### src/verilog/rix_bus_pkg.sv
// Memory bus package with word and address types, request struct and tag queue sizing
package rix_bus_pkg;

    // Memory words and stream words share one width
    localparam int data_width = 32;
    localparam int addr_width = 20;

    typedef logic [data_width-1:0] word_t;

    // Word address, not byte address
    typedef logic [addr_width-1:0] mem_addr_t;

    // Single-beat request, wdata is ignored for reads
    typedef struct packed {
        logic      write;
        mem_addr_t addr;
        word_t     wdata;
    } mem_req_t;

    // Requester tag kept per read in flight
    typedef logic peer_t;

    localparam peer_t peer_cmd = 1'b0;
    localparam peer_t peer_tex = 1'b1;

    // Reads in flight across both peers
    localparam int tag_depth     = 4;
    localparam int tag_ptr_width = $clog2(tag_depth);

endpackage

### src/verilog/rix_cmd_pkg.sv
// Command protocol package with opcodes, header field positions and decoder states
package rix_cmd_pkg;

    // Header opcode in the top nibble
    typedef enum logic [3:0] {
        op_nop   = 4'd0,
        op_write = 4'd1,
        op_read  = 4'd2,
        op_swap  = 4'd3
    } opcode_t;

    // Payload or read word count
    typedef logic [7:0] cmd_count_t;

    // Header layout, address sits in the low bits below count_lsb
    localparam int op_lsb    = 28;
    localparam int count_lsb = 20;

    // SWAP reuses the top count bit as the vsync request
    localparam int vsync_bit = 27;

    typedef enum logic [1:0] {
        st_header,
        st_write,
        st_read,
        st_swap
    } dec_state_t;

endpackage

### src/verilog/cmd_decoder.sv
// Command decoder turning the command stream into memory requests, responses and swaps
module cmd_decoder
    import rix_bus_pkg::*;
    import rix_cmd_pkg::*;
(
    input  logic     aclk,
    input  logic     arst_n,

    input  logic     s_cmd_valid,
    output logic     s_cmd_ready,
    input  logic     s_cmd_last,
    input  word_t    s_cmd_data,

    output logic     m_resp_valid,
    input  logic     m_resp_ready,
    output logic     m_resp_last,
    output word_t    m_resp_data,

    output mem_req_t cmd_req,
    output logic     cmd_req_valid,
    input  logic     cmd_req_ready,
    input  logic     cmd_rsp_valid,
    input  word_t    rsp_data,

    output logic     swap_start,
    output mem_addr_t swap_addr,
    output logic     swap_vsync,
    input  logic     swap_done
);
    dec_state_t state;
    word_t      hdr;
    cmd_count_t idx;
    logic       started;
    logic       outstanding;
    logic       resp_valid_q;
    logic       resp_last_q;
    word_t      resp_data_q;
    logic       swap_start_q;

    opcode_t    in_op;
    cmd_count_t in_count;
    cmd_count_t hdr_count;
    mem_addr_t  hdr_addr;
    logic       hdr_accept;
    logic       wr_accept;
    logic       rd_issue;
    logic       resp_pop;
    logic       final_word;

    // Fields of the incoming header word
    assign in_op    = opcode_t'(s_cmd_data[op_lsb +: $bits(opcode_t)]);
    assign in_count = s_cmd_data[count_lsb +: $bits(cmd_count_t)];

    // Fields of the latched header
    assign hdr_count = hdr[count_lsb +: $bits(cmd_count_t)];
    assign hdr_addr  = hdr[$bits(mem_addr_t)-1:0];

    // Count 0 still yields one word, so index 0 is then the final one
    assign final_word = ({1'b0, idx} + 9'd1) >= {1'b0, hdr_count};

    assign hdr_accept = (state == st_header) && started && s_cmd_valid;
    assign wr_accept  = (state == st_write) && s_cmd_valid && cmd_req_ready;
    assign rd_issue   = (state == st_read) && cmd_req_valid && cmd_req_ready;
    assign resp_pop   = resp_valid_q && m_resp_ready;

    // Payload words only move when the arbiter takes them
    assign s_cmd_ready = ((state == st_header) && started)
                      || ((state == st_write) && cmd_req_ready);

    // One read at a time, only into an empty output buffer
    assign cmd_req_valid = ((state == st_write) && s_cmd_valid)
                        || ((state == st_read) && !outstanding && !resp_valid_q);

    always_comb
    begin
        cmd_req.write = (state == st_write);
        cmd_req.addr  = hdr_addr + mem_addr_t'(idx);
        cmd_req.wdata = s_cmd_data;
    end

    always_ff @(posedge aclk or negedge arst_n)
    begin
        if (!arst_n)
        begin
            state        <= st_header;
            started      <= 1'b0;
            outstanding  <= 1'b0;
            resp_valid_q <= 1'b0;
            swap_start_q <= 1'b0;
            idx          <= '0;
        end
        else
        begin
            // Command stream stays closed for the first cycle out of reset
            started      <= 1'b1;
            swap_start_q <= hdr_accept && (in_op == op_swap);

            if (rd_issue)
                outstanding <= 1'b1;
            else if (cmd_rsp_valid)
                outstanding <= 1'b0;

            if (cmd_rsp_valid || swap_done)
                resp_valid_q <= 1'b1;
            else if (resp_pop)
                resp_valid_q <= 1'b0;

            if (hdr_accept)
                idx <= '0;
            else if (wr_accept || cmd_rsp_valid)
                idx <= idx + 8'd1;

            case (state)
                st_header:
                begin
                    if (hdr_accept)
                    begin
                        case (in_op)
                            op_write: state <= (in_count != '0) ? st_write : st_header;
                            op_read:  state <= st_read;
                            op_swap:  state <= st_swap;
                            default:  state <= st_header;
                        endcase
                    end
                end
                st_write:
                begin
                    // An early last also ends the payload
                    if (wr_accept && (final_word || s_cmd_last))
                        state <= st_header;
                end
                st_read, st_swap:
                begin
                    if (resp_pop && resp_last_q)
                        state <= st_header;
                end
                default:
                    state <= st_header;
            endcase
        end
    end

    always_ff @(posedge aclk)
    begin
        if (hdr_accept)
            hdr <= s_cmd_data;

        if (cmd_rsp_valid)
        begin
            resp_data_q <= rsp_data;
            resp_last_q <= final_word;
        end
        else if (swap_done)
        begin
            // Swap is acknowledged by echoing its header
            resp_data_q <= hdr;
            resp_last_q <= 1'b1;
        end
    end

    assign m_resp_valid = resp_valid_q;
    assign m_resp_last  = resp_last_q;
    assign m_resp_data  = resp_data_q;

    assign swap_start = swap_start_q;
    assign swap_addr  = hdr_addr;
    assign swap_vsync = hdr[vsync_bit];

    // Held response must not change under back-pressure
    a_resp_stable: assert property (@(posedge aclk) disable iff (!arst_n)
        m_resp_valid && !m_resp_ready |=> m_resp_valid && $stable(m_resp_data));

endmodule

### src/verilog/mem_arbiter.sv
// Round-robin arbiter sharing the memory port between command and texture peers
module mem_arbiter
    import rix_bus_pkg::*;
(
    input  logic      aclk,
    input  logic      arst_n,

    input  mem_req_t  cmd_req,
    input  logic      cmd_req_valid,
    output logic      cmd_req_ready,
    output logic      cmd_rsp_valid,

    input  logic      tex_req_valid,
    input  mem_addr_t tex_addr,
    output logic      tex_req_ready,
    output logic      tex_rsp_valid,

    output mem_req_t  mem_req,
    output logic      mem_req_valid,
    input  logic      mem_req_ready,
    input  logic      mem_rsp_valid
);
    peer_t                    last_grant;
    peer_t                    tag_fifo [tag_depth];
    logic [tag_ptr_width-1:0] wr_ptr;
    logic [tag_ptr_width-1:0] rd_ptr;
    logic [tag_ptr_width:0]   fill;

    mem_req_t tex_req;
    peer_t    head;
    logic     full;
    logic     empty;
    logic     pick_tex;
    logic     accept;
    logic     push;
    logic     pop;

    // Texture peer only ever reads
    assign tex_req.write = 1'b0;
    assign tex_req.addr  = tex_addr;
    assign tex_req.wdata = '0;

    assign full  = fill == (tag_ptr_width + 1)'(tag_depth);
    assign empty = fill == '0;

    // On contention the peer not granted last wins
    assign pick_tex = tex_req_valid && (!cmd_req_valid || last_grant == peer_cmd);

    assign mem_req       = pick_tex ? tex_req : cmd_req;
    assign mem_req_valid = (cmd_req_valid || tex_req_valid) && !full;
    assign accept        = mem_req_valid && mem_req_ready;

    assign cmd_req_ready = accept && !pick_tex;
    assign tex_req_ready = accept && pick_tex;

    // Only reads come back, so only reads take a tag
    assign push = accept && !mem_req.write;
    assign pop  = mem_rsp_valid && !empty;
    assign head = tag_fifo[rd_ptr];

    assign cmd_rsp_valid = pop && (head == peer_cmd);
    assign tex_rsp_valid = pop && (head == peer_tex);

    always_ff @(posedge aclk or negedge arst_n)
    begin
        if (!arst_n)
        begin
            last_grant <= peer_tex;
            wr_ptr     <= '0;
            rd_ptr     <= '0;
            fill       <= '0;
        end
        else
        begin
            if (accept)
                last_grant <= pick_tex ? peer_tex : peer_cmd;
            if (push)
                wr_ptr <= wr_ptr + 1'b1;
            if (pop)
                rd_ptr <= rd_ptr + 1'b1;
            if (push && !pop)
                fill <= fill + 1'b1;
            else if (pop && !push)
                fill <= fill - 1'b1;
        end
    end

    always_ff @(posedge aclk)
    begin
        if (push)
            tag_fifo[wr_ptr] <= pick_tex ? peer_tex : peer_cmd;
    end

    a_tag_bound: assert property (@(posedge aclk) disable iff (!arst_n)
        fill <= (tag_ptr_width + 1)'(tag_depth));

    // Memory must only answer reads that were issued
    a_rsp_expected: assert property (@(posedge aclk) disable iff (!arst_n)
        mem_rsp_valid |-> !empty);

endmodule

### src/verilog/fb_swap_ctrl.sv
// Framebuffer swap control holding a swap request until the display confirms it
module fb_swap_ctrl
    import rix_bus_pkg::*;
(
    input  logic      aclk,
    input  logic      arst_n,
    input  logic      swap_start,
    input  mem_addr_t swap_addr,
    input  logic      swap_vsync,
    output logic      swap_fb,
    output logic      swap_fb_enable_vsync,
    output mem_addr_t fb_addr,
    input  logic      fb_swapped,
    output logic      swap_done
);
    logic      pending;
    logic      vsync_q;
    mem_addr_t addr_q;

    always_ff @(posedge aclk or negedge arst_n)
    begin
        if (!arst_n)
            pending <= 1'b0;
        else if (swap_start)
            pending <= 1'b1;
        else if (fb_swapped)
            pending <= 1'b0;
    end

    // Buffer address and vsync stay on the outputs after the swap
    always_ff @(posedge aclk)
    begin
        if (swap_start)
        begin
            addr_q  <= swap_addr;
            vsync_q <= swap_vsync;
        end
    end

    assign swap_fb              = pending;
    assign swap_fb_enable_vsync = vsync_q;
    assign fb_addr              = addr_q;
    assign swap_done            = pending && fb_swapped;

    // Decoder must wait for the previous swap to finish
    a_no_restart: assert property (@(posedge aclk) disable iff (!arst_n)
        swap_start |-> !pending);

endmodule

### src/verilog/rix_mem_if.sv
// Graphics memory interface top with command decoder, swap control and memory arbiter
module rix_mem_if
    import rix_bus_pkg::*;
(
    input  logic      aclk,
    input  logic      arst_n,

    input  logic      s_cmd_valid,
    output logic      s_cmd_ready,
    input  logic      s_cmd_last,
    input  word_t     s_cmd_data,

    output logic      m_resp_valid,
    input  logic      m_resp_ready,
    output logic      m_resp_last,
    output word_t     m_resp_data,

    input  logic      tex_req_valid,
    output logic      tex_req_ready,
    input  mem_addr_t tex_addr,
    output logic      tex_rsp_valid,
    output word_t     tex_rsp_data,

    output mem_req_t  mem_req,
    output logic      mem_req_valid,
    input  logic      mem_req_ready,
    input  logic      mem_rsp_valid,
    input  word_t     mem_rsp_data,

    output logic      swap_fb,
    output logic      swap_fb_enable_vsync,
    output mem_addr_t fb_addr,
    input  logic      fb_swapped
);
    mem_req_t  cmd_req;
    logic      cmd_req_valid;
    logic      cmd_req_ready;
    logic      cmd_rsp_valid;
    logic      swap_start;
    mem_addr_t swap_addr;
    logic      swap_vsync;
    logic      swap_done;

    // Read data fans out to both peers, the arbiter qualifies it
    assign tex_rsp_data = mem_rsp_data;

    cmd_decoder u_cmd_decoder (
        .aclk          (aclk),
        .arst_n        (arst_n),
        .s_cmd_valid   (s_cmd_valid),
        .s_cmd_ready   (s_cmd_ready),
        .s_cmd_last    (s_cmd_last),
        .s_cmd_data    (s_cmd_data),
        .m_resp_valid  (m_resp_valid),
        .m_resp_ready  (m_resp_ready),
        .m_resp_last   (m_resp_last),
        .m_resp_data   (m_resp_data),
        .cmd_req       (cmd_req),
        .cmd_req_valid (cmd_req_valid),
        .cmd_req_ready (cmd_req_ready),
        .cmd_rsp_valid (cmd_rsp_valid),
        .rsp_data      (mem_rsp_data),
        .swap_start    (swap_start),
        .swap_addr     (swap_addr),
        .swap_vsync    (swap_vsync),
        .swap_done     (swap_done)
    );

    fb_swap_ctrl u_fb_swap_ctrl (
        .aclk                 (aclk),
        .arst_n               (arst_n),
        .swap_start           (swap_start),
        .swap_addr            (swap_addr),
        .swap_vsync           (swap_vsync),
        .swap_fb              (swap_fb),
        .swap_fb_enable_vsync (swap_fb_enable_vsync),
        .fb_addr              (fb_addr),
        .fb_swapped           (fb_swapped),
        .swap_done            (swap_done)
    );

    mem_arbiter u_mem_arbiter (
        .aclk          (aclk),
        .arst_n        (arst_n),
        .cmd_req       (cmd_req),
        .cmd_req_valid (cmd_req_valid),
        .cmd_req_ready (cmd_req_ready),
        .cmd_rsp_valid (cmd_rsp_valid),
        .tex_req_valid (tex_req_valid),
        .tex_addr      (tex_addr),
        .tex_req_ready (tex_req_ready),
        .tex_rsp_valid (tex_rsp_valid),
        .mem_req       (mem_req),
        .mem_req_valid (mem_req_valid),
        .mem_req_ready (mem_req_ready),
        .mem_rsp_valid (mem_rsp_valid)
    );

endmodule

### config.mk
export PLATFORM = sky130hd
export DESIGN_NAME = rix_mem_if
export DESIGN_NICKNAME = d
export VERILOG_FILES = /design/src/verilog/rix_bus_pkg.sv /design/src/verilog/rix_cmd_pkg.sv /design/src/verilog/cmd_decoder.sv /design/src/verilog/mem_arbiter.sv /design/src/verilog/fb_swap_ctrl.sv /design/src/verilog/rix_mem_if.sv
export SDC_FILE = /design/constraint.sdc
export NUM_CORES = 1
export LEC_CHECK = 0
export ABC_AREA = 0
export BUFFER_PORTS_ARGS = -buffer_cell sky130_fd_sc_hd__buf_2
export CAP_MARGIN = 20
export CORE_MARGIN = 3
export CORE_UTILIZATION = 50
export DETAILED_ROUTE_END_ITERATION = 8
export HOLD_SLACK_MARGIN = 0.02
export PLACE_DENSITY = 0.91
export SLEW_MARGIN = 20
export SYNTH_ARGS = -nofsm -noshare
export SYNTH_HDL_FRONTEND = slang
export SYNTH_SLANG_ARGS = --single-unit
### constraint.sdc
create_clock -name aclk -period 5 [get_ports aclk]
set_input_delay 0.5 -clock aclk [delete_from_list [all_inputs] [get_ports aclk]]
set_output_delay 0.5 -clock aclk [all_outputs]
set_load 0.02 [all_outputs]
* After elaboration in Yosys (flattened, before gate mapping)
Memories as Yosys holds them, arrays and structs flattened.
Cells that the tools add are included.
** Word-level totals
- Bits in registers :: 109
- Bits in writable memories :: 4
- Word-level logic and storage cells :: 113
- Memories :: 1
** Operators by class
- $add $sub $neg :: 7
- Magnitude comparators :: 1
- Eq/ne operators :: 10
- Multiplexer cells :: 24
- Bitwise gates (word level) :: 2
- Reduce and logical (&&, ||, !) cells :: 52
** Memory list
- u_mem_arbiter.tag_fifo :: words 4, bits a word 1, read ports 1, clocked after Yosys merged registers in 0, wr ports 1, RTL line mem_arbiter.sv:24 : peer_t tag_fifo [tag_depth];
** Operators with widths (count)
- $mux 32 :: 2
- $mux 53 :: 1
- $logic_and 1x1->1 :: 25
- $add 20x8->20 :: 1
- $mux 8 :: 2
- $mux 1 :: 12
- $pmux 2 s3 :: 2
- $reduce_bool 2->1 :: 6
- $add 8x1->9 const B :: 1
- $ge 9x8->1 :: 1
- $logic_not 1->1 :: 9
- $add 8x1->8 const B :: 1
- $eq 4x2->1 const B :: 2
- $reduce_bool 8->1 :: 1
- $logic_or 1x1->1 :: 7
- $mux 2 :: 3
- $mux 3 :: 2
- $add 2x1->2 const B :: 2
- $eq 2x2->1 const B :: 2
- $eq 4x1->1 const B :: 1
- $ne 2x1->1 const B :: 2
- $add 3x1->3 const B :: 1
- $eq 3x3->1 const B :: 1
- $logic_not 3->1 :: 1
- 7 further kinds :: 8

* Depth between registers and ports, before layout
Gate-level depths: netlist of the first run.
- Depth in word-level cells :: 14
- Mapped depth :: 11

* Cells and area by module
Synthesis of the first run repeated with hierarchy kept, for this count alone.
** Unflattened totals
- Cells, all modules :: 562
- Area total of the unflattened synthesis :: 6302.3 µm²
** Modules (own cells, without submodules)
- cmd_decoder :: instances 1, cells an instance 353, area an instance 4261.6 µm², seq. area each 2302.2 µm²
- mem_arbiter :: instances 1, cells an instance 152, area an instance 1126.1 µm², seq. area each 321.6 µm²
- fb_swap_ctrl :: instances 1, cells an instance 25, area an instance 674.4 µm², seq. area each 655.6 µm²
- rix_mem_if :: instances 1, cells an instance 32, area an instance 240.2 µm², seq. area each 0.0 µm²

* Worst setup path before layout of the first run
No wires, ideal clock.
- Path type :: flip-flop to output port
- From :: reg u_cmd_decoder.idx[0]
- To :: out mem_req[46] in the netlist's numbering
- Arrival :: 2.282 ns
- Required time :: 4.500 ns
- Setup slack :: 2.218 ns
- Stages on the path, launching flop included :: 10
- Buffers on the path :: 0
- Path through :: dfrtp_1 ha_1 inv_1 fa_1 nor2b_1 o211ai_1 o2bb2ai_1 nor3b_1 xnor2_1 o21ai_0
** RTL lines
- start, declared :: RTL line cmd_decoder.sv:32 : cmd_count_t idx;
- start signal, assigned :: RTL line cmd_decoder.sv:111 : idx <= idx + 8'd1;
- end, declared :: RTL line rix_mem_if.sv:24 : output mem_req_t mem_req,

==> metrics.yaml, run 1 <==
status: "finished clean"
grt_max_degree: 45
yosys_warnings: 0
seq_area_frac_synth_pct: 55.4
min_period_over_period_pct: 71.1
n_antenna_cell: 0
power_leakage_uw: 0.00338
post-route-drc-count: 0
report.final.slew_viol_count: 0
ioPinCount: 238
synth_area_leaders: "edfxtp_1 46%, dfrtp_1 9.3%, ha_1 4.6%, mux2_2 4.4%, buf_4 4.3%"
cts_resized: 0
finClkSkew_ns: 0.00892
reg2reg_from: "u_cmd_decoder.idx[2]"
vias: 4554
syn_avg_cell_area_um2: 12.0
stdcell_area_um2: 7520
cts_made_buffers: 17
die_w_um: 115
cts_hold_buf: 0
antenna_left: 0
yosys.area.top_type: "edfxtp_1"
cp-end-kind: "output port"
area_growth_pct: 27.0
grt_pass1_wl_mm: 22.5
crit_required_ns: 4.50
wl_mm: 14.9
crit_arrival_ns: 3.06
r2r-end: "u_cmd_decoder.state[0]"
rsz0062_at_grt: "no"
vias_per_cell: 5.29
final-setup-viol-count: 0
dpl.hpwl_mm: 11.0
finalHoldViolCount: 0
worst-setup-path-type: "reg2out"
hp-class: "in2async"
synth_area_um2: 5920
gr-usage-all-layers_pct: 22.2
cts_sinks: 113
power.density_nw_per_um2: 490
gr-total-overflow: 0
syn_nets: 609
cts_tree: "built"
clk_latency_ns: 0.40
wire_per_inst_um: 17.3
synthCells: 492
reg2reg_slack_ns: 2.25
die_h_um: 115
clock_path_buffers: 2
dr.pass1.iters: 4
synth_seq_cells: 113
cap_viol_max_count: 0
tightest_slew_ns: 0.968
antenna_found_initial: 0
fmax_mhz: 281
initial_core_util_pct: 51.4
ys_async_sr_fraction_pct: 20.4
cts_root_buf: "clkbuf_16"
rows: 39
synth_edf_count: 90
drive_above_1_share_pct: 42.5
path_clk_slew_ns: 0.05
synth_top_area_share_pct: 45.6
nNetsFinal: 823
gp_congestion: 0.872
critPathMaxFanout: 42
max-slew-margin-rel_pct: 35.5
core_area_um2: 11500
io_buffers: 237
r2r_cells: 10
vdd_drop_max_mv: 0.316
grt_pass1_vias: 4675
cts-htree-levels: 4
tns_ns: 0
fin_crit_ns: 3.56
ys_types: 60
cts_setup_buffers: 0
start_kind: "flop"
synthFlopType: "edfxtp_1"
dieArea_um2: 13200
drtIter0Drc: 248
dpl_cell_area_um2: 6980
-- per-layer routing --
| metal | vias to the layer above | part of all wire [%] | GRT usage, % |
|---|---|---|---|
| met1 | 2193 | 38 | 24.5 |
| met3 | 32 | 6.0 | 5.74 |
| met5 | - | 0 | 0 |
| met2 | 203 | 54 | 40.4 |
| met4 | 0 | 2.3 | 9.62 |
| li1 | 2126 | - | - |
-- report_power, final --
group	switching (uW)	internal [uW]	total, uW
Clock	381	719	1100
Sequential	124	1250	1380
Combinational	756	451	1210
-- sequential cells by signal, summed over array words and instances, names as in the netlist, 2 cells and up --
register and cells:
u_mem_arbiter.fill 3, u_cmd_decoder.hdr 32, u_cmd_decoder.m_resp_data 32, u_mem_arbiter.tag_fifo 4, u_cmd_decoder.idx 8, u_fb_swap_ctrl.fb_addr 20
u_cmd_decoder.state 2, u_mem_arbiter.rd_ptr 2, u_mem_arbiter.wr_ptr 2
-- worst max-delay path by stage --
stage          slack [ns]                        from           to  depth (start not counted)
2_1_floorplan        2.22        u_cmd_decoder.idx[0]  mem_req[46]                          9
3_3_place_gp         1.95                 s_cmd_valid  mem_req[45]                          7
3_5_place_dp         1.82                 s_cmd_valid  mem_req[45]                          7
4_1_cts              1.40  u_cmd_decoder.m_resp_valid  mem_req[45]                          6
5_1_grt              1.13  u_cmd_decoder.m_resp_valid  mem_req[37]                          6
6_report             1.44  u_cmd_decoder.m_resp_valid  mem_req[45]                          6
-- cell families after synthesis --
kind of cell / Yosys count / share of synthesized area, %
XOR/XNOR: 35 / 5.18
AND/OR/NAND/NOR: 156 / 13.9
buffers and inverters: 67 / 6.87
AO/OA/AOI/OAI: 71 / 8.31
other: 1 / 0.0633
adder cells (fa/ha/maj): 24 / 5.33
multiplexers: 25 / 5.01
flip-flops: 113 / 55.4
-- cell usage in the layout, fill, tap and decap left out, types with 2 or more instances in the layout --
cell and n:
buf_2 237, edfxtp_1 90, nand2_1 44, and2_1 36
nor2_1 28, o21ai_0 28, mux2_2 23, inv_1 22
ha_1 22, dfrtp_1 21, xnor2_1 20, clkbuf_16 17
xor2_1 15, a21oi_1 15, nand3_1 11, and3_1 6
nand2b_1 5, a21o_1 5, clkbuf_1 5, nor2b_1 4
nor3_1 4, clkinv_2 4, o21ai_1 3, clkinv_1 3
nor4b_2 2, nor2_4 2, a211oi_1 2, a21boi_0 2
o21a_1 2, o31ai_1 2, nor4_1 2, fa_1 2
bufinv_16 2, buf_4 2
-- synth_stat cells, types with 3 or more instances --
library cell and instances:
nor2_1 28, nand3_1 11, nand2_1 44, o21ai_0 28, buf_4 34, o21ai_1 3, mux2_2 23, xor2_1 15
a21o_1 5, clkbuf_1 3, dfrtp_1 22, a21oi_1 15, nor3_1 4, edfxtp_1 90, xnor2_1 20, and2_1 36
ha_1 22, inv_1 22, nand2b_1 5, nor2b_1 4, buf_6 3, and3_1 7
-- layout make-up --
cell class,count,area (um2)
clock buffer,22,444
clock inverter,9,91.3
fill,908,4000
inverter,23,86.3
multi-input combinational,312,2240
sequential,113,3280
tap,143,179
timing repair buffer,239,1200
-- metrics by stage --
stage	power (uW)	hold WS (ns)	util [%]	instances	worst slack [ns]
final	3680	0.0802	65.3	861	1.44
after global routing	3890	0.0997	65.3	861	1.13
after CTS	3720	0.0821	65.3	861	1.40
after detailed placement	2610	0.455	60.6	830	1.82
after global placement	2540	0.436	60.6	830	1.95
after floorplan	2240	0.204	-	492	2.22
-- critical path, cell delays in order, from the launching register on --
cell	delay, ns
dfrtp_1	0.41
nor4b_2	0.35
or2_1	0.20
a21o_2	0.65
inv_2	0.47
o21ai_0	0.33
buf_2	0.21
Power figures use the tool's default switching activity.
==> run 2, diff against run 1 <==
--- a/config.mk
+++ b/config.mk
@@ -5,14 +5,14 @@
 export SDC_FILE = /design/constraint.sdc
 export NUM_CORES = 1
 export LEC_CHECK = 0
-export ABC_AREA = 0
+export ABC_AREA = 1
 export BUFFER_PORTS_ARGS = -buffer_cell sky130_fd_sc_hd__buf_2
 export CAP_MARGIN = 20
 export CORE_MARGIN = 3
-export CORE_UTILIZATION = 50
+export CORE_UTILIZATION = 44
 export DETAILED_ROUTE_END_ITERATION = 8
 export HOLD_SLACK_MARGIN = 0.02
-export PLACE_DENSITY = 0.91
+export PLACE_DENSITY = 0.85
 export SLEW_MARGIN = 20
 export SYNTH_ARGS = -nofsm -noshare
 export SYNTH_HDL_FRONTEND = slang
==> constraint.sdc (replaced) <==
create_clock -name aclk -period 3.1 [get_ports aclk]
set_input_delay 0.31 -clock aclk [delete_from_list [all_inputs] [get_ports aclk]]
set_output_delay 0.31 -clock aclk [all_outputs]
set_load 0.02 [all_outputs]
==> run 2 against run 1 <==
  * Combinational power grew 120%
  * Register-to-register slack lost 1.6 ns
  * Cell area up 3.4%
  * Critical path depth up 5
  * Global-route usage up 0.55 points
  * Wire length grew 15%
  * Synthesized cell count grew 31%
  * Utilization decreased by 6.8 points
  * Non-clock buffer count grew 8
  * First-iteration DRC count grew 110%
  * Area after synthesis grew 1.6%
  * Power increased by 90%
  * Highest routed layer unchanged
==> metrics.yaml, run 2 <==
grt_max_degree: 35  # -22%
worst-setup-path-type: "reg2out"
post-route-drc-count: 0  # unchanged
ys_types: 41  # -32%
tns_ns: 0  # unchanged
dr.pass1.iters: 5  # +1
gr-usage-all-layers_pct: 22.8  # +0.55 points
cts-htree-levels: 4  # unchanged
cp-end-kind: "output port"
die_h_um: 123  # +7.1%
wire_per_inst_um: 16.2  # -6.0%
report.final.slew_viol_count: 0  # unchanged
tightest_slew_ns: 1.14  # +0.173 ns
start_kind: "flop"
cts_root_buf: "clkbuf_16"
finalHoldViolCount: 0  # unchanged
path_clk_slew_ns: 0.05  # about the same
power.total_uw: 6990  # +90%
io_buffers: 237  # unchanged
wl_mm: 17.1  # +15%
seqCellArea_um2: 3280  # unchanged
cap_viol_max_count: 0  # unchanged
die_w_um: 123  # +7.1%
dr_wl_met2_mm: 8.76  # +9.9%
yosysMostFrequentCell: "nand2_1"
yosys.area.top_type: "edfxtp_1"
gr-total-overflow: 0  # unchanged
top_layer: "met4"
fmax_mhz: 350
power.density_nw_per_um2: 899  # +83%
hp-class: "in2reg"
seq_area_frac_synth_pct: 54.5  # -0.89 points
crit_arrival_ns: 2.55  # -0.51 ns
initial_core_util_pct: 45.3  # -6.2 points
fin_crit_ns: 2.86
ioPinCount: 238  # unchanged
rsz0062_at_grt: "no"
multi_input_area_um2: 2040  # -8.6%
synth_area_leaders: "edfxtp_1 45%, nand2_1 9.5%, dfrtp_1 9.1%, inv_1 6.0%, ha_1 4.6%"
min_period_over_period_pct: 92.3
dpl_worst_slack_ns: 0.490  # -1.33 ns
wl_met3_mm: 1.38  # +55%
nNetsFinal: 982  # +19%
synth_area_um2: 6020  # +1.6%
critPathMaxFanout: 7  # -83%
setup_slack_ns: 0.240  # -1.20 ns
syn_nets: 763  # +25%
synth.top_cells.by_count: "153 x nand2_1, 96 x inv_1, 90 x edfxtp_1"
rows: 42  # +7.7%
fillers: 1098  # +21%
area_growth_pct: 29.2
core_area_um2: 13300  # +15%
cts_made_buffers: 17  # unchanged
synth_edf_count: 90  # unchanged
hold_depth: 2
critPathCapture: "mem_req[46]"
crit_required_ns: 2.79  # -1.71 ns
reg2reg_slack_ns: 0.64  # -1.61 ns
drtIter0Drc: 531  # +110%
dieArea_um2: 15100  # +15%
final_common_cell: "buf_2"
r2r-end: "u_mem_arbiter.fill[2]"
ys_async_sr_fraction_pct: 20.4  # unchanged
synthCells: 646  # +31%
synth_seq_cells: 113  # unchanged
cts_sinks: 113  # unchanged
vias_per_cell: 4.94  # -6.7%
clk_latency_ns: 0.41  # about the same
max-slew-margin-rel_pct: 23.9  # -12 points
status: "finished clean"
antenna_left: 0  # unchanged
grt_pass1_vias: 4955  # +6.0%
vdd_drop_max_mv: 0.409  # +29%
drive_above_1_share_pct: 34.1  # -8.4 points
reg2reg_from: "u_cmd_decoder.m_resp_valid"
m1WireLength_mm: 6.30  # +11%
antenna_found_initial: 0  # unchanged
r2r_cells: 13  # +3
clock_path_buffers: 2  # unchanged
power_leakage_uw: 0.00390  # +15%
vias: 5204  # +14%
synthFlopType: "edfxtp_1"
yosys_warnings: 0  # unchanged
final-setup-viol-count: 0  # unchanged
final_cell_mix: "237 x buf_2, 153 x nand2_1, 96 x inv_1, 90 x edfxtp_1, 54 x nor2_1"
dpl.hpwl_mm: 12.9  # +17%
gp_congestion: 0.864  # -0.92%
finClkSkew_ns: 0.00745  # -0.00146 ns
synth_top_area_share_pct: 44.9  # -0.73 points
n_antenna_cell: 0  # unchanged
critPathLaunch: "u_cmd_decoder.idx[0]"
cts_tree: "built"
grt_pass1_wl_mm: 25.6  # +14%
syn_avg_cell_area_um2: 9.31  # -23%
## run 2: cell types whose count changed in the layout (fill, tap and decap cells not counted), moves of 7 or more
cell,previous run,this run
o21ai_1,3,12
and2_1,36,0
buf_4,2,9
nand2_1,44,153
nand3_1,11,32
mux2_2,23,0
inv_1,22,96
nor2_1,28,54
xnor2_1,20,6
## run 2: worst min path at each step
stage             startpoint                 endpoint  slack, ns
3_5_place_dp          arst_n  u_mem_arbiter.rd_ptr[0]       0.32
3_3_place_gp          arst_n  u_mem_arbiter.rd_ptr[0]       0.32
6_report          fb_swapped   u_fb_swap_ctrl.swap_fb       0.09
4_1_cts           fb_swapped   u_fb_swap_ctrl.swap_fb       0.09
5_1_grt        s_cmd_data[8]     u_cmd_decoder.hdr[8]       0.08
2_1_floorplan         arst_n     u_cmd_decoder.idx[0]       0.01
## run 2: per-layer routing
metal,up-vias,global-route usage (%)
li1,2505,-
met1,2375,25.9
met2,271,40.5
met3,53,4.67
met4,0,11.3
met5,-,0
## run 2: final cells by class
| type | instances | area share (%) |
|---|---|---|
| well taps | 176 | 2.83 |
| clock buffers | 20 | 5.62 |
| inverters | 103 | 4.97 |
| flip-flops and latches | 113 | 42.2 |
| multi-input cells | 383 | 26.3 |
| clock inverters | 12 | 1.82 |
| repair buffers | 247 | 16.3 |
## run 2: power by group
| part | internal [uW] | switching [uW] |
|---|---|---|
| Sequential | 2110 | 233 |
| Clock | 1250 | 664 |
| Combinational | 865 | 1860 |
## run 2: logic make-up after synthesis
| kind of cell | share of synthesized area [%] |
|---|---|
| AOI/OAI and AO/OA | 7.42 |
| xor gates and xnor gates | 2.47 |
| adders and majority gates | 5.24 |
| buffers and inverters | 11.7 |
| DFF | 54.5 |
| other | 0.0623 |
| and+or+nand+nor | 18.6 |
## run 2: worst max-delay path, cell delays in order (launching register included)
cell	delay, ns
dfrtp_2	0.41
ha_1	0.18
inv_1	0.06
fa_2	0.37
o21ai_2	0.20
nand4_1	0.18
o21ai_4	0.16
nand2_1	0.11
o21ai_0	0.16
nand3_1	0.10
nand2_1	0.07
buf_2	0.16
## run 2: timing repair
item	4_1_cts	5_1_grt
setup buffers	0	1
setup endpoints to repair	0	5
endpoints found under the hold margin	22	0
hold buffers	1	0
gates resized for setup	0	3
## run 2: per-stage QoR
stage          std cells  area (um2)  utilization, %  hold slack (ns)
2_1_floorplan        646        6020               -           0.0144
3_5_place_dp        1020        7170            53.9            0.323
5_1_grt             1054        7770            58.5           0.0835
3_3_place_gp        1020        7170            53.9            0.321
4_1_cts             1053        7750            58.3           0.0853
6_report            1054        7770            58.5           0.0940
==> run 3, diff against run 2 <==
==> constraint.sdc (replaced) <==
create_clock -name aclk -period 3.1 [get_ports aclk]
set_input_delay 0.31 -clock aclk [delete_from_list [all_inputs] [get_ports aclk]]
set_output_delay 0.31 -clock aclk [all_outputs]
set_load 0.005 [all_outputs]
==> run 3 against run 2 <==
  * Count of clock-buffer cells in the layout decreased by 2
  * Sequential power about the same
  * Cell area rose by 0.40%
  * Non-clock buffer count down 1
  * Clock power up 6%
  * Global-route usage decreased by 0.43 points
  * Worst setup slack worse by 0.068 ns
  * Fmax is 2.3% lower
  * Combinational power decreased by 15%
  * Cell count about the same
  * Critical endpoint unchanged
==> metrics.yaml, run 3 (synthesis results as in run 2) <==
rows: 42  # unchanged
fin_util_pct: 58.7  # +0.24 points
cp-end-kind: "output port"
crit_top_cell: "nand2_1"
cp_cell_sequence: "ha_1 -> inv_1 -> fa_1 -> o21ai_2 -> nand4_1 -> o21ai_4 -> nand2_1 -> o21ai_0 -> nand3_1 -> nand2_1 -> buf_2"
gr-usage-all-layers_pct: 22.3  # -0.43 points
ioPinCount: 238  # unchanged
cp_slowest_cell: "dfrtp_2"
status: "finished clean"
nNetsFinal: 981  # -0.10%
clockPowerShare_pct: 30.4  # +3.0 points
tightest_slew_ns: 1.13  # -0.0106 ns
dr.pass1.iters: 5  # unchanged
area_growth_pct: 29.7
p_comb_share_pct: 34.5  # -4.5 points
drtIter0Drc: 479  # -9.8%
start_kind: "flop"
max-slew-margin-rel_pct: 24.6  # +0.71 points
drive_above_1_share_pct: 34.1  # +0.039 points
cts_setup_buffers: 0  # unchanged
cts_sinks: 113  # unchanged
dieArea_um2: 15100  # unchanged
clock_path_buffers: 2  # unchanged
cts_made_buffers: 17  # unchanged
fin_cells: 1053  # -0.095%
p_int_uw: 4300  # +1.7%
final_common_cell: "buf_2"
post-route-drc-count: 0  # unchanged
min_period_over_period_pct: 94.5  # +2.2 points
finalHoldViolCount: 0  # unchanged
tns_ns: 0  # unchanged
vdd_drop_max_mv: 0.383  # -6.4%
wire_per_inst_um: 16.2  # -0.40%
clk_latency_ns: 0.41  # about the same
die_w_um: 123  # unchanged
whs_ns: 0.0925  # -0.00153 ns
cap_viol_max_count: 0  # unchanged
worst-setup-path-type: "reg2out"
finClkSkew_ns: 0.00696  # -0.000490 ns
fin_crit_ns: 2.93  # +0.0678 ns
initial_core_util_pct: 45.3  # unchanged
crit_required_ns: 2.79  # about the same
final-setup-viol-count: 0  # unchanged
grt_pass1_vias: 4900  # -1.1%
grt_pass1_wl_mm: 25.2  # -1.6%
fillers: 1059  # -3.6%
dp_cells: 1020  # unchanged
final_cell_mix: "237 x buf_2, 153 x nand2_1, 96 x inv_1, 90 x edfxtp_1, 54 x nor2_1"
power.density_nw_per_um2: 856  # -4.7%
cts-htree-levels: 4  # unchanged
n_antenna_cell: 0  # unchanged
swShare_pct: 35.6  # -3.8 points
seqPwrFrac_pct: 35.1  # +1.5 points
die_h_um: 123  # unchanged
antenna_found_initial: 0  # unchanged
fmax_mhz: 342  # -2.3%
slowest_delay_ns: 0.42  # about the same
core_area_um2: 13300  # unchanged
grt_max_degree: 39  # +11%
antenna_left: 0  # unchanged
switching_power_uw: 2380  # -14%
gp_congestion: 0.866  # +0.19%
critPathMaxFanout: 7  # unchanged
power_leakage_uw: 0.00390  # +0.19%
cts_tree: "built"
hp-class: "in2reg"
report.final.slew_viol_count: 0  # unchanged
vias_per_cell: 4.92  # -0.25%
dpl.hpwl_mm: 12.7  # -1.8%
wl_mm: 17.0  # -0.49%
gr-total-overflow: 0  # unchanged
seqCellArea_um2: 3280  # unchanged
io_buffers: 237  # unchanged
crit_arrival_ns: 2.62  # +0.07 ns
vias: 5186  # -0.35%
cts_root_buf: "clkbuf_16"
path_clk_slew_ns: 0.06  # about the same
multi_input_area_um2: 2040  # -0.12%
## run 3: timing repair
item	4_1_cts	5_1_grt
hold endpoints to repair	22	0
setup endpoints to repair	0	4
resized for setup	0	2
hold buffers	1	0
## run 3: path summary, 6_finish.rpt
check	from	to	slack (ns)	depth (start not counted)
max	u_cmd_decoder.idx[0]	mem_req[46]	0.17	11
min	s_cmd_data[2]	u_cmd_decoder.hdr[2]	0.09	1
max reg2reg	u_cmd_decoder.m_resp_valid	u_mem_arbiter.fill[2]	0.59	13
min reg2reg	u_cmd_decoder.hdr[27]	u_fb_swap_ctrl.swap_fb_enable_vsync	0.46	0
max in group asynchronous	arst_n	u_cmd_decoder.idx[0]	2.25	2
min in group asynchronous	arst_n	u_mem_arbiter.fill[2]	0.45	2
## run 3: layout make-up
type                       instances  area share [%]
multi-input combinational        383            26.2
clock buffer                      18            5.50
timing repair buffer             246            16.1
tap                              176            2.82
sequential                       113            42.0
clock inverter                    14            2.44
inverter                         103            4.95
## run 3: critical path: cells and delay by family (launching register included)
| family | cells | cell delay [ns] |
|---|---|---|
| AO/OA/AOI/OAI | 3 | 0.54 |
| adder cells (fa/ha/maj) | 2 | 0.62 |
| buffers and inverters | 2 | 0.16 |
| flip-flops | 1 | 0.42 |
| AND/OR/NAND/NOR | 4 | 0.47 |
## run 3: routing by layer
metal  track usage [%]  up-vias  routed length (um)
met3              5.08       38                1190
met4              10.4        0                 551
met1              26.1     2397                6600
met5                 0        -                   0
li1                  -     2510                   -
met2              39.0      241                8680
## run 3: power groups by stage
stage,Sequential [uW],Clock (uW),Combinational (uW)
after global routing,2390,2120,2590
after floorplan,2330,0,1440
after CTS,2340,2050,2310
after detailed placement,2360,0,2260
after global placement,2340,0,2200
final,2350,2030,2300
## run 3: stage by stage
stage	cell area [um2]	total power, uW	worst slack, ns
2_1_floorplan	6020	3770	0.844
3_3_place_gp	7170	4540	0.664
3_5_place_dp	7170	4620	0.597
4_1_cts	7800	6710	0.121
5_1_grt	7800	7090	-0.0131
6_report	7800	6680	0.172
